**src/source/isa_pkg.sv**
```systemverilog
//////////////////////////////////////////////////
// ISA definitions
// Widths, register types, opcode and ALU encodings
// and the records passed along the pipeline
//////////////////////////////////////////////////

package isa_pkg;

  //////////////////////////////////////////////////
  // Widths
  //////////////////////////////////////////////////

  localparam int unsigned XLEN        = 32;
  localparam int unsigned ADDR_W      = 32;
  localparam int unsigned RF_ADDR_W   = 5;
  localparam int unsigned RF_DEPTH    = 32;
  // Byte step between sequential instructions
  localparam int unsigned INSTR_BYTES = 4;

  typedef logic [XLEN-1:0]      word_t;
  typedef logic [ADDR_W-1:0]    addr_t;
  typedef logic [RF_ADDR_W-1:0] rf_addr_t;

  //////////////////////////////////////////////////
  // Encodings
  //////////////////////////////////////////////////

  // Major opcodes, bits [6:0]
  typedef enum logic [6:0] {
    OPC_OP     = 7'b0110011,
    OPC_OP_IMM = 7'b0010011,
    OPC_LUI    = 7'b0110111
  } opcode_e;

  // funct3 values of the supported ops
  localparam logic [2:0] F3_ADD_SUB = 3'b000;
  localparam logic [2:0] F3_XOR     = 3'b100;
  localparam logic [2:0] F3_OR      = 3'b110;
  localparam logic [2:0] F3_AND     = 3'b111;

  // funct7 for register-register ops
  localparam logic [6:0] F7_BASE = 7'b0000000;
  localparam logic [6:0] F7_SUB  = 7'b0100000;

  typedef enum logic [2:0] {
    ALU_ADD,
    ALU_SUB,
    ALU_AND,
    ALU_OR,
    ALU_XOR,
    ALU_PASS_B
  } alu_op_e;

  //////////////////////////////////////////////////
  // Pipeline records
  //////////////////////////////////////////////////

  // Fetched word with its PC, 64 bits
  typedef struct packed {
    addr_t pc;
    word_t instr;
  } fetch_entry_t;

  // One retired instruction, 71 bits
  typedef struct packed {
    addr_t    pc;
    rf_addr_t rd;
    word_t    wdata;
    logic     we;
    logic     illegal;
  } retire_t;

endpackage
```
**src/source/bus_pkg.sv**
```systemverilog
//////////////////////////////////////////////////
// Instruction bus definitions
// Request and response payloads of the req/gnt/rvalid
// bus and the flow control limits on the fetch side
//////////////////////////////////////////////////

package bus_pkg;

  import isa_pkg::*;

  // Driven by fetch, 33 bits
  typedef struct packed {
    logic  req;
    addr_t addr;
  } instr_req_t;

  // Driven by memory, 34 bits
  typedef struct packed {
    logic  gnt;
    logic  rvalid;
    word_t rdata;
  } instr_resp_t;

  // Granted requests still waiting for rvalid
  localparam int unsigned MAX_OUTSTANDING = 2;
  localparam int unsigned OUTST_CNT_W     = $clog2(MAX_OUTSTANDING + 1);
  localparam int unsigned OUTST_PTR_W     = $clog2(MAX_OUTSTANDING);

  typedef logic [OUTST_CNT_W-1:0] outst_cnt_t;

  // Free slot count reported by the buffer
  // wide enough for any practical buffer depth
  localparam int unsigned SLOT_CNT_W = 8;

  typedef logic [SLOT_CNT_W-1:0] slot_cnt_t;

endpackage

```
**src/source/mini_core.sv**
```systemverilog
//////////////////////////////////////////////////
// Mini core top level
// Fetch, prefetch buffer and execute in a row
//////////////////////////////////////////////////

`timescale 1ns/1ps

module mini_core import isa_pkg::*, bus_pkg::*; (
  input  logic        clk_i,
  input  logic        rst_n_i,
  input  logic        fetch_enable_i,
  input  addr_t       boot_addr_i,
  output instr_req_t  instr_req_o,
  input  instr_resp_t instr_resp_i,
  output logic        retire_valid_o,
  input  logic        retire_ready_i,
  output retire_t     retire_o
);

  // Fetch to buffer
  logic         push_valid;
  fetch_entry_t push_entry;
  slot_cnt_t    free_slots;

  // Buffer to execute
  logic         buf_valid;
  logic         buf_ready;
  fetch_entry_t buf_entry;

  fetch_unit u_fetch_unit (
    .clk_i          (clk_i),
    .rst_n_i        (rst_n_i),
    .fetch_enable_i (fetch_enable_i),
    .boot_addr_i    (boot_addr_i),
    .instr_req_o    (instr_req_o),
    .instr_resp_i   (instr_resp_i),
    .free_slots_i   (free_slots),
    .push_valid_o   (push_valid),
    .push_entry_o   (push_entry)
  );

  prefetch_buffer u_prefetch_buffer (
    .clk_i        (clk_i),
    .rst_n_i      (rst_n_i),
    .push_valid_i (push_valid),
    .push_entry_i (push_entry),
    .free_slots_o (free_slots),
    .pop_valid_o  (buf_valid),
    .pop_ready_i  (buf_ready),
    .pop_entry_o  (buf_entry)
  );

  exec_unit u_exec_unit (
    .clk_i          (clk_i),
    .rst_n_i        (rst_n_i),
    .entry_valid_i  (buf_valid),
    .entry_ready_o  (buf_ready),
    .entry_i        (buf_entry),
    .retire_valid_o (retire_valid_o),
    .retire_ready_i (retire_ready_i),
    .retire_o       (retire_o)
  );

endmodule

```
**src/source/exec_unit.sv**
```systemverilog
//////////////////////////////////////////////////
// Execute unit
// RV32I subset decode, register file, ALU and the
// retire register with back-pressure
//////////////////////////////////////////////////

`timescale 1ns/1ps

module exec_unit import isa_pkg::*; (
  input  logic         clk_i,
  input  logic         rst_n_i,
  input  logic         entry_valid_i,
  output logic         entry_ready_o,
  input  fetch_entry_t entry_i,
  output logic         retire_valid_o,
  input  logic         retire_ready_i,
  output retire_t      retire_o
);

  word_t                instr;
  logic [6:0]           opcode_raw;
  logic [2:0]           funct3;
  logic [6:0]           funct7;
  rf_addr_t             rd;
  rf_addr_t             rs1;
  rf_addr_t             rs2;
  word_t                imm;
  logic                 use_imm;
  logic                 legal;
  alu_op_e              alu_op;
  word_t                rf_q [RF_DEPTH];
  logic [RF_DEPTH-1:0]  rf_valid_q;
  word_t                op_a;
  word_t                op_b;
  word_t                alu_result;
  logic                 rd_we;
  logic                 accept;
  retire_t              retire_d;
  retire_t              retire_q;
  logic                 retire_valid_q;

  //////////////////////////////////////////////////
  // Decode
  //////////////////////////////////////////////////

  assign instr      = entry_i.instr;
  assign opcode_raw = instr[6:0];
  assign rd         = instr[11:7];
  assign funct3     = instr[14:12];
  assign rs1        = instr[19:15];
  assign rs2        = instr[24:20];
  assign funct7     = instr[31:25];

  always_comb begin
    alu_op  = ALU_ADD;
    use_imm = 1'b0;
    legal   = 1'b1;
    // I-type immediate unless LUI
    imm     = {{20{instr[31]}}, instr[31:20]};
    case (opcode_e'(opcode_raw))
      OPC_OP_IMM: begin
        use_imm = 1'b1;
        case (funct3)
          F3_ADD_SUB: alu_op = ALU_ADD;
          F3_XOR:     alu_op = ALU_XOR;
          F3_OR:      alu_op = ALU_OR;
          F3_AND:     alu_op = ALU_AND;
          // Shifts and compares not supported
          default:    legal = 1'b0;
        endcase
      end
      OPC_OP: begin
        case ({funct7, funct3})
          {F7_BASE, F3_ADD_SUB}: alu_op = ALU_ADD;
          {F7_SUB, F3_ADD_SUB}:  alu_op = ALU_SUB;
          {F7_BASE, F3_XOR}:     alu_op = ALU_XOR;
          {F7_BASE, F3_OR}:      alu_op = ALU_OR;
          {F7_BASE, F3_AND}:     alu_op = ALU_AND;
          default:               legal = 1'b0;
        endcase
      end
      OPC_LUI: begin
        use_imm = 1'b1;
        alu_op  = ALU_PASS_B;
        imm     = {instr[31:12], 12'b0};
      end
      default: legal = 1'b0;
    endcase
  end

  //////////////////////////////////////////////////
  // Register file and ALU
  //////////////////////////////////////////////////

  // Unwritten registers read zero, x0 is never written
  assign op_a = rf_valid_q[rs1] ? rf_q[rs1] : '0;
  assign op_b = use_imm ? imm : (rf_valid_q[rs2] ? rf_q[rs2] : '0);

  always_comb begin
    case (alu_op)
      ALU_ADD:    alu_result = op_a + op_b;
      ALU_SUB:    alu_result = op_a - op_b;
      ALU_AND:    alu_result = op_a & op_b;
      ALU_OR:     alu_result = op_a | op_b;
      ALU_XOR:    alu_result = op_a ^ op_b;
      default:    alu_result = op_b;
    endcase
  end

  assign rd_we = legal && (rd != '0);

  // Written at accept, so the next instruction sees it
  always_ff @(posedge clk_i) begin
    if (accept && rd_we) begin
      rf_q[rd] <= alu_result;
    end
  end

  always_ff @(posedge clk_i) begin
    if (!rst_n_i) begin
      rf_valid_q <= '0;
    end else if (accept && rd_we) begin
      rf_valid_q[rd] <= 1'b1;
    end
  end

  //////////////////////////////////////////////////
  // Retire register
  //////////////////////////////////////////////////

  // Free slot or record leaving this cycle
  assign entry_ready_o = !retire_valid_q || retire_ready_i;
  assign accept        = entry_valid_i && entry_ready_o;

  always_comb begin
    retire_d.pc      = entry_i.pc;
    retire_d.rd      = rd;
    retire_d.wdata   = legal ? alu_result : '0;
    retire_d.we      = rd_we;
    retire_d.illegal = !legal;
  end

  always_ff @(posedge clk_i) begin
    if (!rst_n_i) begin
      retire_valid_q <= 1'b0;
    end else if (accept) begin
      retire_valid_q <= 1'b1;
    end else if (retire_ready_i) begin
      retire_valid_q <= 1'b0;
    end
  end

  // Held stable while ready is low
  always_ff @(posedge clk_i) begin
    if (accept) begin
      retire_q <= retire_d;
    end
  end

  assign retire_valid_o = retire_valid_q;
  assign retire_o       = retire_q;

endmodule

```
**src/source/prefetch_buffer.sv**
```systemverilog
//////////////////////////////////////////////////
// Prefetch buffer
// Circular FIFO of fetched entries between fetch
// and execute, head read straight from storage
//////////////////////////////////////////////////

`timescale 1ns/1ps

module prefetch_buffer import isa_pkg::*, bus_pkg::*; #(
  parameter int unsigned DEPTH = 4
) (
  input  logic         clk_i,
  input  logic         rst_n_i,
  input  logic         push_valid_i,
  input  fetch_entry_t push_entry_i,
  output slot_cnt_t    free_slots_o,
  output logic         pop_valid_o,
  input  logic         pop_ready_i,
  output fetch_entry_t pop_entry_o
);

  localparam int unsigned PTR_W = $clog2(DEPTH);
  localparam int unsigned CNT_W = $clog2(DEPTH + 1);

  fetch_entry_t     mem_q [DEPTH];
  logic [PTR_W-1:0] wr_ptr_q;
  logic [PTR_W-1:0] rd_ptr_q;
  logic [CNT_W-1:0] count_q;
  logic             pop;

  assign pop = pop_valid_o && pop_ready_i;

  //////////////////////////////////////////////////
  // Pointers and occupancy
  //////////////////////////////////////////////////

  // Fetch never pushes without room
  always_ff @(posedge clk_i) begin
    if (!rst_n_i) begin
      wr_ptr_q <= '0;
      rd_ptr_q <= '0;
      count_q  <= '0;
    end else begin
      if (push_valid_i) begin
        wr_ptr_q <= wr_ptr_q + PTR_W'(1);
      end
      if (pop) begin
        rd_ptr_q <= rd_ptr_q + PTR_W'(1);
      end
      // Push and pop together leave the count
      case ({push_valid_i, pop})
        2'b10:   count_q <= count_q + CNT_W'(1);
        2'b01:   count_q <= count_q - CNT_W'(1);
        default: count_q <= count_q;
      endcase
    end
  end

  // Storage
  always_ff @(posedge clk_i) begin
    if (push_valid_i) begin
      mem_q[wr_ptr_q] <= push_entry_i;
    end
  end

  // Head visible the cycle after its push
  assign pop_valid_o  = (count_q != '0);
  assign pop_entry_o  = mem_q[rd_ptr_q];
  assign free_slots_o = slot_cnt_t'(DEPTH) - slot_cnt_t'(count_q);

endmodule

```
**src/source/fetch_unit.sv**
```systemverilog
//////////////////////////////////////////////////
// Fetch unit
// Sequential instruction requests, limited by the
// buffer room left after the words still in flight
//////////////////////////////////////////////////

`timescale 1ns/1ps

module fetch_unit import isa_pkg::*, bus_pkg::*; (
  input  logic         clk_i,
  input  logic         rst_n_i,
  input  logic         fetch_enable_i,
  input  addr_t        boot_addr_i,
  output instr_req_t   instr_req_o,
  input  instr_resp_t  instr_resp_i,
  input  slot_cnt_t    free_slots_i,
  output logic         push_valid_o,
  output fetch_entry_t push_entry_o
);

  typedef enum logic {
    FETCH_IDLE,
    FETCH_RUN
  } fetch_state_e;

  fetch_state_e           state_q;
  addr_t                  addr_q;
  outst_cnt_t             in_flight_q;
  addr_t                  pc_q [MAX_OUTSTANDING];
  logic [OUTST_PTR_W-1:0] wr_ptr_q;
  logic [OUTST_PTR_W-1:0] rd_ptr_q;
  logic                   room;
  logic                   gnt_hs;
  logic                   rvalid;

  //////////////////////////////////////////////////
  // Request side
  //////////////////////////////////////////////////

  // Room only shrinks on gnt, so req holds until granted
  assign room = (free_slots_i > slot_cnt_t'(in_flight_q)) &&
                (in_flight_q < outst_cnt_t'(MAX_OUTSTANDING));

  assign instr_req_o.req  = (state_q == FETCH_RUN) && room;
  assign instr_req_o.addr = addr_q;

  assign gnt_hs = instr_req_o.req && instr_resp_i.gnt;
  assign rvalid = instr_resp_i.rvalid;

  // Sticky enable, nothing ever redirects fetch
  always_ff @(posedge clk_i) begin
    if (!rst_n_i) begin
      state_q <= FETCH_IDLE;
    end else if (state_q == FETCH_IDLE && fetch_enable_i) begin
      state_q <= FETCH_RUN;
    end
  end

  // Boot address tracked while idle
  always_ff @(posedge clk_i) begin
    if (state_q == FETCH_IDLE) begin
      addr_q <= boot_addr_i;
    end else if (gnt_hs) begin
      addr_q <= addr_q + addr_t'(INSTR_BYTES);
    end
  end

  //////////////////////////////////////////////////
  // Outstanding PCs
  //////////////////////////////////////////////////

  always_ff @(posedge clk_i) begin
    if (!rst_n_i) begin
      in_flight_q <= '0;
      wr_ptr_q    <= '0;
      rd_ptr_q    <= '0;
    end else begin
      // Up on gnt, down on rvalid
      in_flight_q <= in_flight_q + outst_cnt_t'(gnt_hs) - outst_cnt_t'(rvalid);
      if (gnt_hs) begin
        wr_ptr_q <= wr_ptr_q + OUTST_PTR_W'(1);
      end
      if (rvalid) begin
        rd_ptr_q <= rd_ptr_q + OUTST_PTR_W'(1);
      end
    end
  end

  // PC of each granted request
  always_ff @(posedge clk_i) begin
    if (gnt_hs) begin
      pc_q[wr_ptr_q] <= addr_q;
    end
  end

  // In-order data pairs with the oldest PC
  assign push_valid_o       = rvalid;
  assign push_entry_o.pc    = pc_q[rd_ptr_q];
  assign push_entry_o.instr = instr_resp_i.rdata;

endmodule

```
**config.mk**
```make
export PLATFORM = sky130hd
export DESIGN_NAME = mini_core
export DESIGN_NICKNAME = d
export VERILOG_FILES = /design/src/source/isa_pkg.sv /design/src/source/bus_pkg.sv /design/src/source/mini_core.sv /design/src/source/exec_unit.sv /design/src/source/prefetch_buffer.sv /design/src/source/fetch_unit.sv
export SDC_FILE = /design/constraint.sdc
export NUM_CORES = 2
export LEC_CHECK = 0
export BUFFER_PORTS_ARGS = -buffer_cell sky130_fd_sc_hd__buf_4
export CORE_MARGIN = 5
export CORE_UTILIZATION = 48
export CTS_CLUSTER_SIZE = 10
export DETAILED_ROUTE_END_ITERATION = 6
export GPL_ROUTABILITY_DRIVEN = 0
export PLACE_DENSITY = 0.63
export RECOVER_POWER = 50
export SYNTH_ARGS = -nofsm -noshare
export SYNTH_HDL_FRONTEND = slang
export SYNTH_HIERARCHICAL = 1
export SYNTH_SLANG_ARGS = --single-unit
```
**constraint.sdc**
```tcl
create_clock -name clk_i -period 22.3 [get_ports clk_i]
set_clock_uncertainty 0.1 [all_clocks]
set_input_delay 1.115 -clock clk_i [delete_from_list [all_inputs] [get_ports clk_i]]
set_output_delay 1.115 -clock clk_i [all_outputs]
set_load 0.01 [all_outputs]
```
==> impl_metrics.csv <==
group,metric,value,unit
clock_network,h-tree-depth,4,
floorplan,initial_core_util,48.1,%
sta,rsz0062_at_grt,"false",
cells_and_area,nNetsFinal,4551,
drt,dr.pass1.iters,7,
floorplan,fp.dieH,397,µm
yosys,syn_avg_cell_area,17.1,µm²
global_route,grtUsageTotal,27.9,%
global_route,gr-total-overflow,0,
global_route,grt_pass1_wl,315000,µm
run_status,status,"finished, violations left",
critical_path,crit_fanout,39,
clock_network,cts_buffer_depth,3,
floorplan,core,0.149,mm²
place,dpl.hpwl,131000,µm
floorplan,die_area,0.158,mm²
critical_path,end_kind,"flop",
yosys,syn_inst,4192,
pwr,cellLeakagePower,26.2,nW
global_route,grt_pass1_vias,43258,
yosys,synth.cell_area,0.0718,mm²
cells_and_area,syn_to_final_growth,10.8,%
floorplan,ios,175,
yosys,synth_flop_cell,"edfxtp_1",
drt,wl_met2,106000,µm
global_route,grt_antenna_before_repair,13,
clock_network,worst_skew_pair.late_latency,0.81,ns
sta,final.min_clock_period,15.19,ns
worst_hold_path,hp-class,"reg -> reg",
cells_and_area,design_area,0.0796,mm²
clock_network,holdBufCountCts,0,
sta,whs,0.377,ns
drt,ant_nets,0,
yosys,synth_edf_count,1447,
floorplan,dieWidth,397,µm
yosys,synth.yosys.seq_area_share,61.8,%
clock_network,cts_buffers,172,
drt,highest_layer,"met5",
critical_path,crit_type,"reg -> reg",
sta,hold_viol,0,
clock_network,cts_tree,"yes",
cells_and_area,stdcell_count,6397,
critical_path,crit_path_start_kind,"flop",
sta,setup_violations,0,
sta,fin_tns_setup,0,ns
drt,via_count,43321,
clock_network,cts_resized,0,
pwr,power_density,156,mW/mm²
drt,met1_length,82500,µm
drt,vias_per_cell,6.77,
drt,wl_per_cell,34.6,µm
yosys,ys_async_sr_fraction,0,%
cells_and_area,layout_common_cells,"edfxtp_1, mux4_2, mux2i_1, clkbuf_1, clkbuf_16",
clock_network,path_clk_slew,0.06,ns
yosys,yosys_warnings,6,
sta,timing.fmax,65.8,MHz
sta,relSlewSlack,-238,%
floorplan,rows,142,
run_status,violations,"design-rule violations, max-capacitance violations, max-slew violations",
place,placedCellCount,6142,
sta,finalCritPeriodShare,68.1,%
place,io_buffers,174,
yosys,yosys_register_bits,1495,
clock_network,cts_setup_buffers,0,
drt,wl_met3,20900,µm
place,dpl_cell_area,0.0754,mm²
drt,route.detailed.drc,3,
yosys,synthDistinctLibCells,90,
drt,drt_wl_total,221000,µm
sta,worst_pin_slew,5.07,ns
global_route,grt_max_degree,134,
cells_and_area,layout-drive-gt1-share,22.3,%
flow_run,max-cap-violations,45,
critical_path,required,22.40,ns
cells_and_area,layout_commonest_cell,"edfxtp_1",
critical_path,arrival,15.29,ns
cells_and_area,utilization,53.4,%
drt,dr.first_iter.drc_count,5226,
clock_network,clock-sinks,1495,
cells_and_area,nFillCells,11877,
pwr,peakVddDrop,0.243,mV
sta,slew_viol_final,1423,
clock_network,cts_root_buf,"clkbuf_16",
==> state kept, by name, indices dropped and copies added (netlist names), 2 cells and up, named ones only <==
| register | count |
|---|---|
| u_exec_unit/rf_valid_q | 32 |
| u_fetch_unit/addr_q | 32 |
| u_exec_unit/rf_q | 1024 |
| u_prefetch_buffer/count_q | 3 |
| u_prefetch_buffer/rd_ptr_q | 2 |
| u_prefetch_buffer/wr_ptr_q | 2 |
| u_fetch_unit/pc_q | 64 |
| u_prefetch_buffer/mem_q | 256 |
| u_exec_unit/retire_o | 71 |
| u_fetch_unit/in_flight_q | 2 |
==> cell type report <==
type                            instances  area, µm²  area share [%]
Inverter                               99        372           0.467
Multi-Input combinational cell       2319      25900            32.5
Tap cell                             1944       2430            3.05
Sequential cell                      1495      44400            55.8
Clock buffer                          228       4570            5.73
Timing Repair Buffer                  285       1580            1.98
Clock inverter                         20        380           0.478
Antenna cell                            7       17.5          0.0220
==> path summary, 6_finish.rpt <==
check / depth (start not counted) / slack, ns / to / start
worst max-delay path: 20 / 7.11 / u_exec_unit/rf_q[31][31] / flop
worst min-delay path: 2 / 0.38 / u_fetch_unit/wr_ptr_q / u_fetch_unit/wr_ptr_q
worst max register to register: 20 / 7.11 / u_exec_unit/rf_q[31][31] / flop
worst min register to register: 2 / 0.38 / u_fetch_unit/wr_ptr_q / u_fetch_unit/wr_ptr_q
==> cell families (layout without fill, tap and decap cells) <==
kind of cell	Yosys count	after routing	synth area share, %
multiplexers	864	864	22.2
adder cells (fa/ha/maj)	109	109	1.92
buffers and inverters	409	632	2.86
AO/OA/AOI/OAI	572	572	5.54
flip-flops	1495	1495	61.8
other	1	39	0.00522
XOR/XNOR	74	74	0.902
AND/OR/NAND/NOR	668	668	4.76
==> through the flow <==
stage	power [mW]	setup WS [ns]
final	12.5	7.11
after CTS	12.5	11.64
after floorplan	8.07	14.55
after global placement	9.93	11.80
after detailed placement	9.98	11.65
after global routing	12.9	5.44
==> Yosys cell counts, types with 24 or more instances <==
cell type,instances,share of area (%)
mux2i_1,236,3.3
a22oi_1,87,0.91
o21ai_0,69,0.48
mux4_2,573,18
nor3_1,53,0.37
nand3_1,69,0.48
mux2_2,51,0.80
clkbuf_1,129,0.67
buf_2,77,0.54
nand2b_1,45,0.39
buf_4,53,0.55
nor2_1,173,0.90
ha_1,107,1.9
a21oi_1,112,0.78
xnor2_1,59,0.72
a21o_1,45,0.47
buf_1,28,0.15
dfxtp_1,48,1.3
nand2_1,126,0.66
a31oi_1,36,0.31
a221oi_1,34,0.41
and2_1,24,0.21
nor2b_1,33,0.29
inv_1,98,0.51
nand4_1,30,0.26
o21a_1,44,0.46
edfxtp_1,1447,60
==> power by group <==
group / switching [mW] / total (mW) / internal [mW]
Clock: 1.11 / 2.54 / 1.43
Combinational: 3.50 / 5.18 / 1.68
Sequential: 0.100 / 4.75 / 4.65
==> metal layers <==
layer,global-route usage (%),up-vias
li1,-,17554
met1,37.0,22537
met2,45.2,2654
met3,5.32,568
met4,12.4,8
met5,0,-
==> worst max-delay path: stages, from the launching register on <==
cell      delay [ns]
dfxtp_1         1.56
clkbuf_1        2.48
mux4_2          1.47
clkbuf_1        2.50
mux4_2          0.73
mux4_2          0.54
mux2i_4         0.14
buf_4           0.52
a21o_1          0.18
inv_1           0.07
ha_1            0.35
o21ai_1         0.15
a21oi_1         0.08
or4b_1          0.59
a221o_1         0.39
a21oi_1         0.39
o22ai_1         0.20
o41ai_1         0.73
nor3_1          0.11
a211oi_1        0.26
nand3_1         0.89
(Power assumes the default switching activity.)
